### src/hw/pow_macros.svh
`ifndef POW_MACROS_SVH
`define POW_MACROS_SVH

// operand and power width
`define POW_W 8

// entries in each queue
`define POW_FIFO_DEPTH 4

// APB register byte offsets
`define POW_ADDR_CTRL    12'h000
`define POW_ADDR_OPERAND 12'h004
`define POW_ADDR_RESULT  12'h008
`define POW_ADDR_STATUS  12'h00C

`endif

### src/hw/pow_pkg.sv
`include "pow_macros.svh"

package pow_pkg;

    // one operand word
    typedef logic [`POW_W - 1:0] operand_t;

    // operand and its fifth power, operand in the upper word
    typedef struct packed {
        operand_t operand;  // prdata 15:8 on a RESULT read
        operand_t power;    // prdata 7:0
    } result_t;

    typedef enum logic [1:0] {
        seq_idle,
        seq_run,
        seq_drain
    } seq_state_t;

endpackage

### src/hw/pow_5_pipe.sv
`timescale 1ns/1ns

module pow_5_pipe
    import pow_pkg::*;
(
    input  logic       clk,
    input  logic       rst_n,
    input  logic       clk_en,
    input  logic       n_vld,
    input  operand_t   n,
    output logic [3:0] res_vld,
    output result_t    res
);

    logic [5:1] vld_q;        // valid per stage, stage 1 first
    operand_t   n_q   [1:5];  // operand carried alongside the product
    operand_t   mul_q [2:5];  // running product, n^2 at stage 2

    ////////////////////////////////////////////////////////////////////////////
    // valid chain

    always_ff @(posedge clk) begin
        if (!rst_n) begin
            vld_q <= '0;
        end else if (clk_en) begin
            vld_q <= {vld_q[4:1], n_vld};
        end
    end

    ////////////////////////////////////////////////////////////////////////////
    // data path, each stage multiplies by the carried operand

    always_ff @(posedge clk) begin
        if (clk_en) begin
            n_q[1]   <= n;
            n_q[2]   <= n_q[1];
            mul_q[2] <= n_q[1] * n_q[1];         // square
            for (int k = 3; k <= 5; k++) begin
                n_q[k]   <= n_q[k - 1];
                mul_q[k] <= mul_q[k - 1] * n_q[k - 1];  // truncated to operand width
            end
        end
    end

    // stage 2 in the top bit of occupancy, stage 5 in bit 0
    assign res_vld = {vld_q[2], vld_q[3], vld_q[4], vld_q[5]};

    assign res.operand = n_q[5];
    assign res.power   = mul_q[5];

    // an operand offered on a frozen edge would never reach the final stage
    n_vld_needs_en: assert property (
        @(posedge clk) disable iff (!rst_n)
        n_vld |-> clk_en
    );

endmodule

### src/hw/pow_fifo.sv
`include "pow_macros.svh"
`timescale 1ns/1ns

module pow_fifo #(
    parameter type payload_t = logic [`POW_W - 1:0]
) (
    input  logic       clk,
    input  logic       rst_n,
    input  logic       push,
    input  logic       pop,
    input  payload_t   din,
    output payload_t   dout,
    output logic [2:0] count,
    output logic       full,
    output logic       empty
);

    localparam int depth = `POW_FIFO_DEPTH;
    localparam int ptr_w = $clog2(depth);

    payload_t           mem [depth];
    logic [ptr_w - 1:0] wr_ptr;
    logic [ptr_w - 1:0] rd_ptr;

    assign full  = (count == 3'(depth));
    assign empty = (count == 3'd0);
    assign dout  = mem[rd_ptr];              // head entry

    always_ff @(posedge clk) begin
        if (push && !full) begin
            mem[wr_ptr] <= din;
        end
    end

    always_ff @(posedge clk) begin
        if (!rst_n) begin
            wr_ptr <= '0;
            rd_ptr <= '0;
            count  <= '0;
        end else begin
            if (push && !full) begin
                wr_ptr <= (wr_ptr == ptr_w'(depth - 1)) ? '0 : wr_ptr + 1'b1;
            end
            if (pop && !empty) begin
                rd_ptr <= (rd_ptr == ptr_w'(depth - 1)) ? '0 : rd_ptr + 1'b1;
            end
            count <= count + {2'b0, push && !full} - {2'b0, pop && !empty};
        end
    end

    // producers and consumers are expected to honour full and empty
    no_push_when_full: assert property (
        @(posedge clk) disable iff (!rst_n) !(push && full));

    no_pop_when_empty: assert property (
        @(posedge clk) disable iff (!rst_n) !(pop && empty));

endmodule

### src/hw/pow_credit_cnt.sv
`include "pow_macros.svh"
`timescale 1ns/1ns

module pow_credit_cnt (
    input  logic       clk,
    input  logic       rst_n,
    input  logic       issue,         // operand entered the pipeline
    input  logic       retire,        // result landed in the result queue
    input  logic       release_slot,  // result read by software
    output logic [2:0] in_flight,
    output logic       can_issue
);

    localparam int depth = `POW_FIFO_DEPTH;

    logic [2:0] free_slots;  // result slots neither filled nor reserved

    always_ff @(posedge clk) begin
        if (!rst_n) begin
            in_flight  <= '0;
            free_slots <= 3'(depth);
        end else begin
            in_flight  <= in_flight + {2'b0, issue} - {2'b0, retire};
            // retire keeps the reservation, the slot is now filled
            free_slots <= free_slots - {2'b0, issue} + {2'b0, release_slot};
        end
    end

    assign can_issue = (free_slots != 3'd0);

    in_flight_bounded: assert property (
        @(posedge clk) disable iff (!rst_n) in_flight <= 3'(depth));

endmodule

### src/hw/pow_seq_fsm.sv
`timescale 1ns/1ns

module pow_seq_fsm
    import pow_pkg::*;
(
    input  logic       clk,
    input  logic       rst_n,
    input  logic       enable,
    input  logic       operand_empty,
    input  logic       can_issue,
    input  logic [2:0] in_flight,
    output logic       operand_pop,
    output logic       n_vld,
    output logic       clk_en,
    output logic       busy
);

    seq_state_t state;
    seq_state_t state_nxt;
    logic       can_go;
    logic       issue;

    assign can_go = enable && !operand_empty && can_issue;
    assign issue  = (state == seq_run) && can_go;

    always_comb begin
        state_nxt = state;
        case (state)
            seq_idle:  if (can_go) state_nxt = seq_run;
            seq_run:   if (!can_go) state_nxt = (in_flight != 3'd0) ? seq_drain : seq_idle;
            seq_drain: begin
                if (can_go) begin
                    state_nxt = seq_run;
                end else if (in_flight == 3'd0) begin
                    state_nxt = seq_idle;      // everything has landed
                end
            end
            default:   state_nxt = seq_idle;
        endcase
    end

    always_ff @(posedge clk) begin
        if (!rst_n) state <= seq_idle;
        else        state <= state_nxt;
    end

    assign operand_pop = issue;
    assign n_vld       = issue;
    assign clk_en      = enable && (issue || in_flight != 3'd0);  // cleared enable freezes
    assign busy        = (state != seq_idle);

endmodule

### src/hw/pow_apb_regs.sv
`include "pow_macros.svh"
`timescale 1ns/1ns

module pow_apb_regs
    import pow_pkg::*;
(
    input  logic        psel,
    input  logic        penable,
    input  logic        pwrite,
    input  logic [11:0] paddr,
    input  logic [31:0] pwdata,
    output logic [31:0] prdata,
    output logic        pready,
    output logic        pslverr,
    input  logic        clk,
    input  logic        rst_n,
    input  logic        operand_full,
    input  logic        result_empty,
    input  result_t     result_head,
    input  logic [2:0]  operand_count,
    input  logic [2:0]  result_count,
    input  logic [3:0]  res_vld,
    input  logic        busy,
    output logic        enable,
    output logic        operand_push,
    output logic        result_pop,
    output operand_t    operand_data
);

    logic        setup;
    logic        access;
    logic [31:0] rd_data;
    logic        err_nxt;
    logic        err_q;   // error decided in setup, shown in access

    assign setup  = psel && !penable;
    assign access = psel && penable;

    // decode during setup so data and error are registered for the access phase
    always_comb begin
        rd_data = '0;
        err_nxt = 1'b0;
        case (paddr)
            `POW_ADDR_CTRL:    rd_data = {31'b0, enable};
            `POW_ADDR_OPERAND: if (pwrite) err_nxt = operand_full;
            `POW_ADDR_RESULT: begin
                if (!pwrite) begin
                    if (result_empty) err_nxt = 1'b1;          // data stays 0
                    else              rd_data = {16'b0, result_head};
                end
            end
            `POW_ADDR_STATUS:  rd_data = {19'b0, busy, res_vld, 1'b0, result_count,
                                          1'b0, operand_count};
            default: ;
        endcase
    end

    always_ff @(posedge clk) begin
        if (!rst_n) begin
            enable <= 1'b0;
            err_q  <= 1'b0;
            prdata <= '0;
        end else begin
            err_q <= setup && err_nxt;
            if (setup && !pwrite) prdata <= rd_data;
            if (access && pwrite && paddr == `POW_ADDR_CTRL) enable <= pwdata[0];
        end
    end

    assign pready  = 1'b1;  // zero wait states
    assign pslverr = err_q;

    // side effects only in the access phase, and only without error
    assign operand_push = access && pwrite && paddr == `POW_ADDR_OPERAND && !err_q;
    assign result_pop   = access && !pwrite && paddr == `POW_ADDR_RESULT && !err_q;
    assign operand_data = pwdata[`POW_W - 1:0];

endmodule

### src/hw/pow_top.sv
`timescale 1ns/1ns

module pow_top
    import pow_pkg::*;
(
    input  logic        clk,
    input  logic        rst_n,
    input  logic        psel,
    input  logic        penable,
    input  logic        pwrite,
    input  logic [11:0] paddr,
    input  logic [31:0] pwdata,
    output logic [31:0] prdata,
    output logic        pready,
    output logic        pslverr
);

    logic       enable;
    logic       operand_push;
    logic       operand_pop;
    operand_t   operand_data;
    operand_t   operand_head;
    logic [2:0] operand_count;
    logic       operand_full;
    logic       operand_empty;
    logic       result_push;
    logic       result_pop;
    result_t    result_head;
    logic [2:0] result_count;
    logic       result_empty;
    logic [2:0] in_flight;
    logic       can_issue;
    logic       n_vld;
    logic       clk_en;
    logic       busy;
    logic [3:0] res_vld;
    result_t    res;

    // final stage leaves on an enabled edge, so a frozen result is pushed once
    assign result_push = res_vld[0] && clk_en;

    pow_apb_regs u_apb_regs (
        .psel (psel), .penable (penable), .pwrite (pwrite), .paddr (paddr),
        .pwdata (pwdata), .prdata (prdata), .pready (pready), .pslverr (pslverr),
        .clk (clk), .rst_n (rst_n),
        .operand_full (operand_full), .result_empty (result_empty),
        .result_head (result_head), .operand_count (operand_count),
        .result_count (result_count), .res_vld (res_vld), .busy (busy),
        .enable (enable), .operand_push (operand_push), .result_pop (result_pop),
        .operand_data (operand_data)
    );

    pow_fifo #(.payload_t (operand_t)) u_operand_q (
        .clk (clk), .rst_n (rst_n), .push (operand_push), .pop (operand_pop),
        .din (operand_data), .dout (operand_head), .count (operand_count),
        .full (operand_full), .empty (operand_empty)
    );

    pow_fifo #(.payload_t (result_t)) u_result_q (
        .clk (clk), .rst_n (rst_n), .push (result_push), .pop (result_pop),
        .din (res), .dout (result_head), .count (result_count),
        .full (), .empty (result_empty)  // credit keeps pushes off a full queue
    );

    pow_credit_cnt u_credit_cnt (
        .clk (clk), .rst_n (rst_n), .issue (n_vld), .retire (result_push),
        .release_slot (result_pop), .in_flight (in_flight), .can_issue (can_issue)
    );

    pow_seq_fsm u_seq_fsm (
        .clk (clk), .rst_n (rst_n), .enable (enable), .operand_empty (operand_empty),
        .can_issue (can_issue), .in_flight (in_flight), .operand_pop (operand_pop),
        .n_vld (n_vld), .clk_en (clk_en), .busy (busy)
    );

    pow_5_pipe u_pipe (
        .clk (clk), .rst_n (rst_n), .clk_en (clk_en), .n_vld (n_vld),
        .n (operand_head), .res_vld (res_vld), .res (res)
    );

endmodule

### config.mk
export PLATFORM = sky130hd
export DESIGN_NAME = pow_top
export DESIGN_NICKNAME = d
export VERILOG_FILES = /design/src/hw/pow_pkg.sv /design/src/hw/pow_5_pipe.sv /design/src/hw/pow_fifo.sv /design/src/hw/pow_credit_cnt.sv /design/src/hw/pow_seq_fsm.sv /design/src/hw/pow_apb_regs.sv /design/src/hw/pow_top.sv
export VERILOG_INCLUDE_DIRS = /design/src /design/src/hw
export SDC_FILE = /design/constraint.sdc
export NUM_CORES = 1
export LEC_CHECK = 0
export BUFFER_PORTS_ARGS = -buffer_cell sky130_fd_sc_hd__buf_2
export CAP_MARGIN = 20
export CORE_ASPECT_RATIO = 0.7
export CORE_MARGIN = 8
export CORE_UTILIZATION = 55
export DETAILED_ROUTE_END_ITERATION = 12
export PLACE_DENSITY = 0.75
export RECOVER_POWER = 100
export SLEW_MARGIN = 20
export SYNTH_ARGS = -nofsm -noshare
export SYNTH_HDL_FRONTEND = slang
export SYNTH_HIERARCHICAL = 1
export SYNTH_SLANG_ARGS = --single-unit
### constraint.sdc
create_clock -name clk -period 15.3 [get_ports clk]
set_input_delay 0 -clock clk [delete_from_list [all_inputs] [get_ports clk]]
set_output_delay 0 -clock clk [all_outputs]
set_load 0.1 [all_outputs]
# Word-level counts from Yosys, hierarchy flattened
# Memories as Yosys holds them, arrays and structs flattened. A register that Yosys moved wholly into a read port is not among the register bits.
# Cells that the tools add are included.
# word_totals
mem_count	4
mem_bits_rw	168
ff_bits	61
inputBits	49
# memory_table
memory	depth	word_bits	rd	rd_clocked_by_memory_dff	wr	line_no	text
u_result_q.mem	4	16	1	1	1	pow_fifo.sv:21	payload_t mem [depth];
u_pipe.n_q	5	8	5	0	5	pow_5_pipe.sv:16	operand_t n_q [1:5];
u_operand_q.mem	4	8	1	1	1	pow_fifo.sv:21	
u_pipe.mul_q	4	8	4	0	4	pow_5_pipe.sv:17	operand_t mul_q [2:5];
# op_classes
mux	27
reduce_logical	37
n_addsub	12
n_eq_ne	14
mul	4
# op_table
cell	n
$pmux 32 s3	1
$mul 8x8->8	4
$mux 32	1
$mux 2	13
$eq 12x4->1 const B	2
$logic_and 1x1->1	20
$mux 16	1
$add 3x1->3	4
$eq 12x3->1 const B	1
$logic_not 12->1	1
$sub 3x1->3	4
$eq 2x2->1 const B	5
$logic_not 3->1	3
$mux 1	9
$add 2x1->2 const B	4
$logic_not 1->1	7
$eq 3x3->1 const B	2
$pmux 2 s3	1
$reduce_bool 3->1	2
$ne 3x1->1 const B	1
$reduce_and 3->1	1
$eq 2x1->1 const B	1
$logic_not 2->1	1
$ne 2x1->1 const B	1
4 further kinds	4

# Longest topological paths before layout
# logic_depth
depth_word	11
ltp_mapped	15
ltp_nobuf	14

# By module
# The synthesis kept the hierarchy.
# modules_own_cells
module	area_each_um2	seq_area_each_um2	instances	cells_each
pow_5_pipe	5499.0	2112.0	1	473
pow_fifo at u_result_q	2831.5	2102.0	1	137
pow_fifo at u_operand_q	1659.1	1141.1	1	95
pow_apb_regs	983.4	360.3	1	113
pow_credit_cnt	326.6	120.1	1	28
pow_seq_fsm	130.1	40.0	1	13
pow_top	6.3	0.0	1	1

# Least setup slack after synthesis
# No wires, ideal clock.
# synth_path
path_type	register -> register
startpoint	reg u_operand_q.count[1]
endpoint	reg u_result_q.count[2]
t_arrival_ns	7.800
synth_period_minus_slack_ns	7.915
setup_slack_ns	7.385
path_stages_with_launch	15
setup_time_ns	0.115
required_time_ns	15.185
cell_sequence	dfxtp_1 nor3_1 nand4bb_1 a21boi_0 and2_1 nor2b_1 buf_2 inv_1 ha_1 inv_1 ha_1 fa_1 xnor2_1 xnor2_1 and2_1
# synth_via
elab_chain_len	11
# synth_rtl
item	line_no	text
start: declaration	pow_fifo.sv:13	output logic [2:0] count,
start signal: assignment	pow_fifo.sv:47	count <= count + {2'b0, push && !full} - {2'b0, pop && !empty};
$logic_not 3->1	pow_fifo.sv:26	assign empty = (count == 3'd0);
net operand_empty	pow_top.sv:25	logic operand_empty;
$logic_not 1->1	pow_seq_fsm.sv:23	assign can_go = enable && !operand_empty && can_issue;
$logic_and 1x1->1 (2 in a row)	pow_seq_fsm.sv:23	
$logic_and 1x1->1	pow_seq_fsm.sv:24	assign issue = (state == seq_run) && can_go;
$logic_or 1x1->1	pow_seq_fsm.sv:49	assign clk_en = enable && (issue || in_flight != 3'd0);
$logic_and 1x1->1	pow_seq_fsm.sv:49	
net clk_en	pow_top.sv:34	logic clk_en;
$logic_and 1x1->1	pow_top.sv:40	assign result_push = res_vld[0] && clk_en;
net result_push	pow_top.sv:26	logic result_push;
$logic_and 1x1->1	pow_fifo.sv:47	
$add 3x1->3	pow_fifo.sv:47	
$sub 3x1->3	pow_fifo.sv:47	
end signal: assignment	pow_fifo.sv:47	
end: declaration	pow_fifo.sv:13	
# The timed path passes the listed nets, and every way through them passes these cells.
# A chain may end at the register's enable or synchronous reset.

# Worst setup path after layout
# layout_path
startpoint	reg u_operand_q.count[0]
endpoint	reg u_result_q.count[2]
# The elaborated chain is that of the path after synthesis.

==> results.md <==
- Starting Density: 0.5554
- Top post-synthesis cells by count: edfxtp_1 (163), inv_1 (101), ha_1 (80)
- Crit-path max FO: between 70 and 80
- Initial DRT Pass Iterations: 5
- Post-CTS setup buffer count: 0
- CTS Buf Count: 20
- Root Buffer: clkbuf_16
- CTS tree: done
- Max-cap viol count: 2
- WS Path Type: flip-flop to flip-flop
- Avg WL per Cell: roughly 16 µm
- Sum Neg Setup Slack: 0 ps
- Number of synthesized flops with an enable pin: 163
- RD Place Congestion: 0.7777
- H-tree levels: 1
- I/O Buffers: between 40 and 50
- Met2 Usage GRT: 0.2479
- FP Rows: 44
- First-pass GRT wire length: 31.71 mm
- Main flop type after synthesis: edfxtp_1
- Area share of the largest cell type after synthesis: 0.4280
- Area Overhead vs Synth: 8.665%
- Most frequent cell after synthesis: edfxtp_1
- Flop and latch count out of synthesis: 212
- Run status: finished, violations left
- Slew Viols, Final: 115
- Register area share after synthesis: 0.5138
- Cell taking the most area after synthesis: edfxtp_1
- N_diodes: 0
- CORE AREA: 20,590 µm²
- Number of library cell types mapped by synthesis: 54
- Cell Area, Synth: 11,440 µm²
- Crit Reg-Reg Startpoint: u_operand_q/count[0]
- Initial antenna violation count: 0
- Crit end category: flip-flop
- Power density cells: ~94 nW/µm²
- Synth top area cells: edfxtp_1 (43%), ha_1 (8.8%), dfxtp_1 (8.6%)
- Violated checks: capacitance limit, slew limit
- Synth Area per Inst: 13.30 µm²
- DIE HEIGHT: around 140 µm
- Min-delay worst type: input pin to flip-flop
- CP startpoint: u_operand_q/count[0]
- Max Buffers Root-to-Sink: 3
- Required time worst endpoint: about 16,000 ps
- Arr. time, crit path: around 7000 ps
- Final Setup Violations: 0
- RSZ-0062 raised after global routing: false
- Dpl hpwl: 13.62 mm
- Residual DRC: 0
- Via-to-Cell Ratio: 5.176
- Share of layout cells above drive strength 1: 0.08141
- Drt total wl: between 15 and 20 mm
- DIE AREA: 25,740 µm²
- Vias in the first global route: between 6,000 and 7,000
- Worst rel slew slack: -1.677
- CP max stage delay: roughly 2800 ps
- Post-synth ARST share: 0
- Via Count: 6,133
- Worst setup SP type: flip-flop
- ANT nets after route: 0
- Total track usage: 0.1517
- Critical path, cell by cell: nor3_1 > nand4bb_1 > a21boi_4 > clkbuf_1 > and2_0 > nor2b_1 > inv_1 > ha_1 > inv_1 > ha_1 > fa_1 > xnor2_1 > xnor2_1 > and2_1
- Die W: 188.3 µm
- Worst Hold Launch: paddr[2]
- DRT iter0 DRCs: 372
- Synth Instances: 860
- Final Cycle Share: 0.4252
- Met3 Use GR: 0.02597
- Final hold violation count: 0
- Skew-Pair Late Insertion Delay: 490 ps
- Pleak: 4.855 nW
- Worst VDD drop: 0.00008022 V
- Met1 GRT Util: 0.2122
- Layout Nets: 1,071
- Clock Skew: 7.158 ps
- Global route hottest layer: met2
- Clk sinks: ~210
- Largest net degree at the start of global routing: 74
- Slowest cell on crit path: clkbuf_1
- Peak Freq: about 150 MHz
- Yosys warnings: 6
- Final Critical Period: 6506 ps
- Reg clk slew, reported paths: roughly 70 ps
- Worst slew pin tran: 4016 ps
- Number of I/O pins: 83
- Total power: 0.001165 W
- Grt ovf: 0
==> power breakdown <==
part	switching, W	internal, W	total [W]
sequential	0.000000000772	0.000613	0.000613
clock	0.000203	0.000314	0.000517
combinational	0.0000275	0.00000800	0.0000355
total	0.000230	0.000935	0.00117
==> cells in the final DEF, fill, tap and decap left out, types with 14 or more instances in the layout <==
master and instances:
and2_0 25, and2_1 55, buf_2 14, clkbuf_1 33, clkbuf_16 23, conb_1 21, dfxtp_1 49, dlygate4sd3_1 15
edfxtp_1 163, fa_1 46, ha_1 80, inv_1 101, mux4_2 18, nand2_1 77, o21ai_0 14, xnor2_1 41
==> final cells by class <==
type                            instances  area, µm²
Tap cell                              276      345.3
Fill cell                            1602       8163
Clock buffer                           29      618.1
Timing Repair Buffer                   60      344.1
Inverter                              101      379.1
Sequential cell                       212       5876
Multi-Input combinational cell        501       4786
Clock inverter                          6      78.83
==> state kept, by name, summed over array words and instances, names as in the netlist, 3 cells and up, named ones only <==
| register | cells |
|---|---|
| u_apb_regs/prdata | 16 |
| u_credit_cnt/free_slots | 3 |
| u_credit_cnt/in_flight | 3 |
| u_operand_q/count | 3 |
| u_operand_q/mem | 32 |
| u_pipe/mul_q | 31 |
| u_pipe/n_q | 36 |
| u_pipe/vld_q | 5 |
| u_result_q/count | 3 |
| u_result_q/mem | 64 |
==> cells by family after synthesis <==
logic type / synth area share
mux: 0.05799
flops: 0.5138
buf+inv: 0.07309
xor+xnor: 0.05416
simple gates: 0.1011
compound gates: 0.03085
fa+ha+maj: 0.1681
other cells: 0.0009846
==> critical path: cells and delay by family (launching register included) <==
kind | cells | cell delay (ps)
flops | 1 | 480
xor+xnor | 2 | 260
fa+ha+maj | 3 | 890
buf+inv | 3 | 2940
simple gates | 5 | 1630
compound gates | 1 | 170
==> metrics by stage <==
stage | setup slack (ps) | util | hold slack [ps] | instance area, µm² | std cells
global route | 8291 | 0.6035 | 72.64 | 12430 | 1185
global placement | 11050 | 0.5653 | 215.4 | 11640 | 1135
floorplan | 7385 | - | 61.94 | 11500 | 878
CTS | 10950 | 0.6064 | 3.377 | 12490 | 1185
finish | 8794 | 0.6035 | 29.02 | 12430 | 1185
detailed placement | 10980 | 0.5653 | 223.5 | 11640 | 1135
==> worst paths after layout <==
path / slack, ps / endpoint / cells past startpoint
setup / recovery: 8790 / u_result_q/count[2] / 14
hold / removal: 30 / u_apb_regs/prdata[0] / 4
setup reg to reg: 8790 / u_result_q/count[2] / 14
hold reg to reg: 430 / u_pipe/n_q[0][15] / 0
==> what timing repair did <==
| action | in CTS | in global routing |
|---|---|---|
| hold endpoints to repair | 45 | 0 |
| endpoints found under the setup margin | 0 | 0 |
| gates resized for setup | 0 | 0 |
| hold buffers | 15 | 0 |
==> metal layers <==
layer,vias up,wire [µm]
li1,2933,-
met1,3036,9269
met2,136,8907
met3,28,916
met4,0,278
met5,-,0
Note: power is estimated with default switching activity, not from simulation.
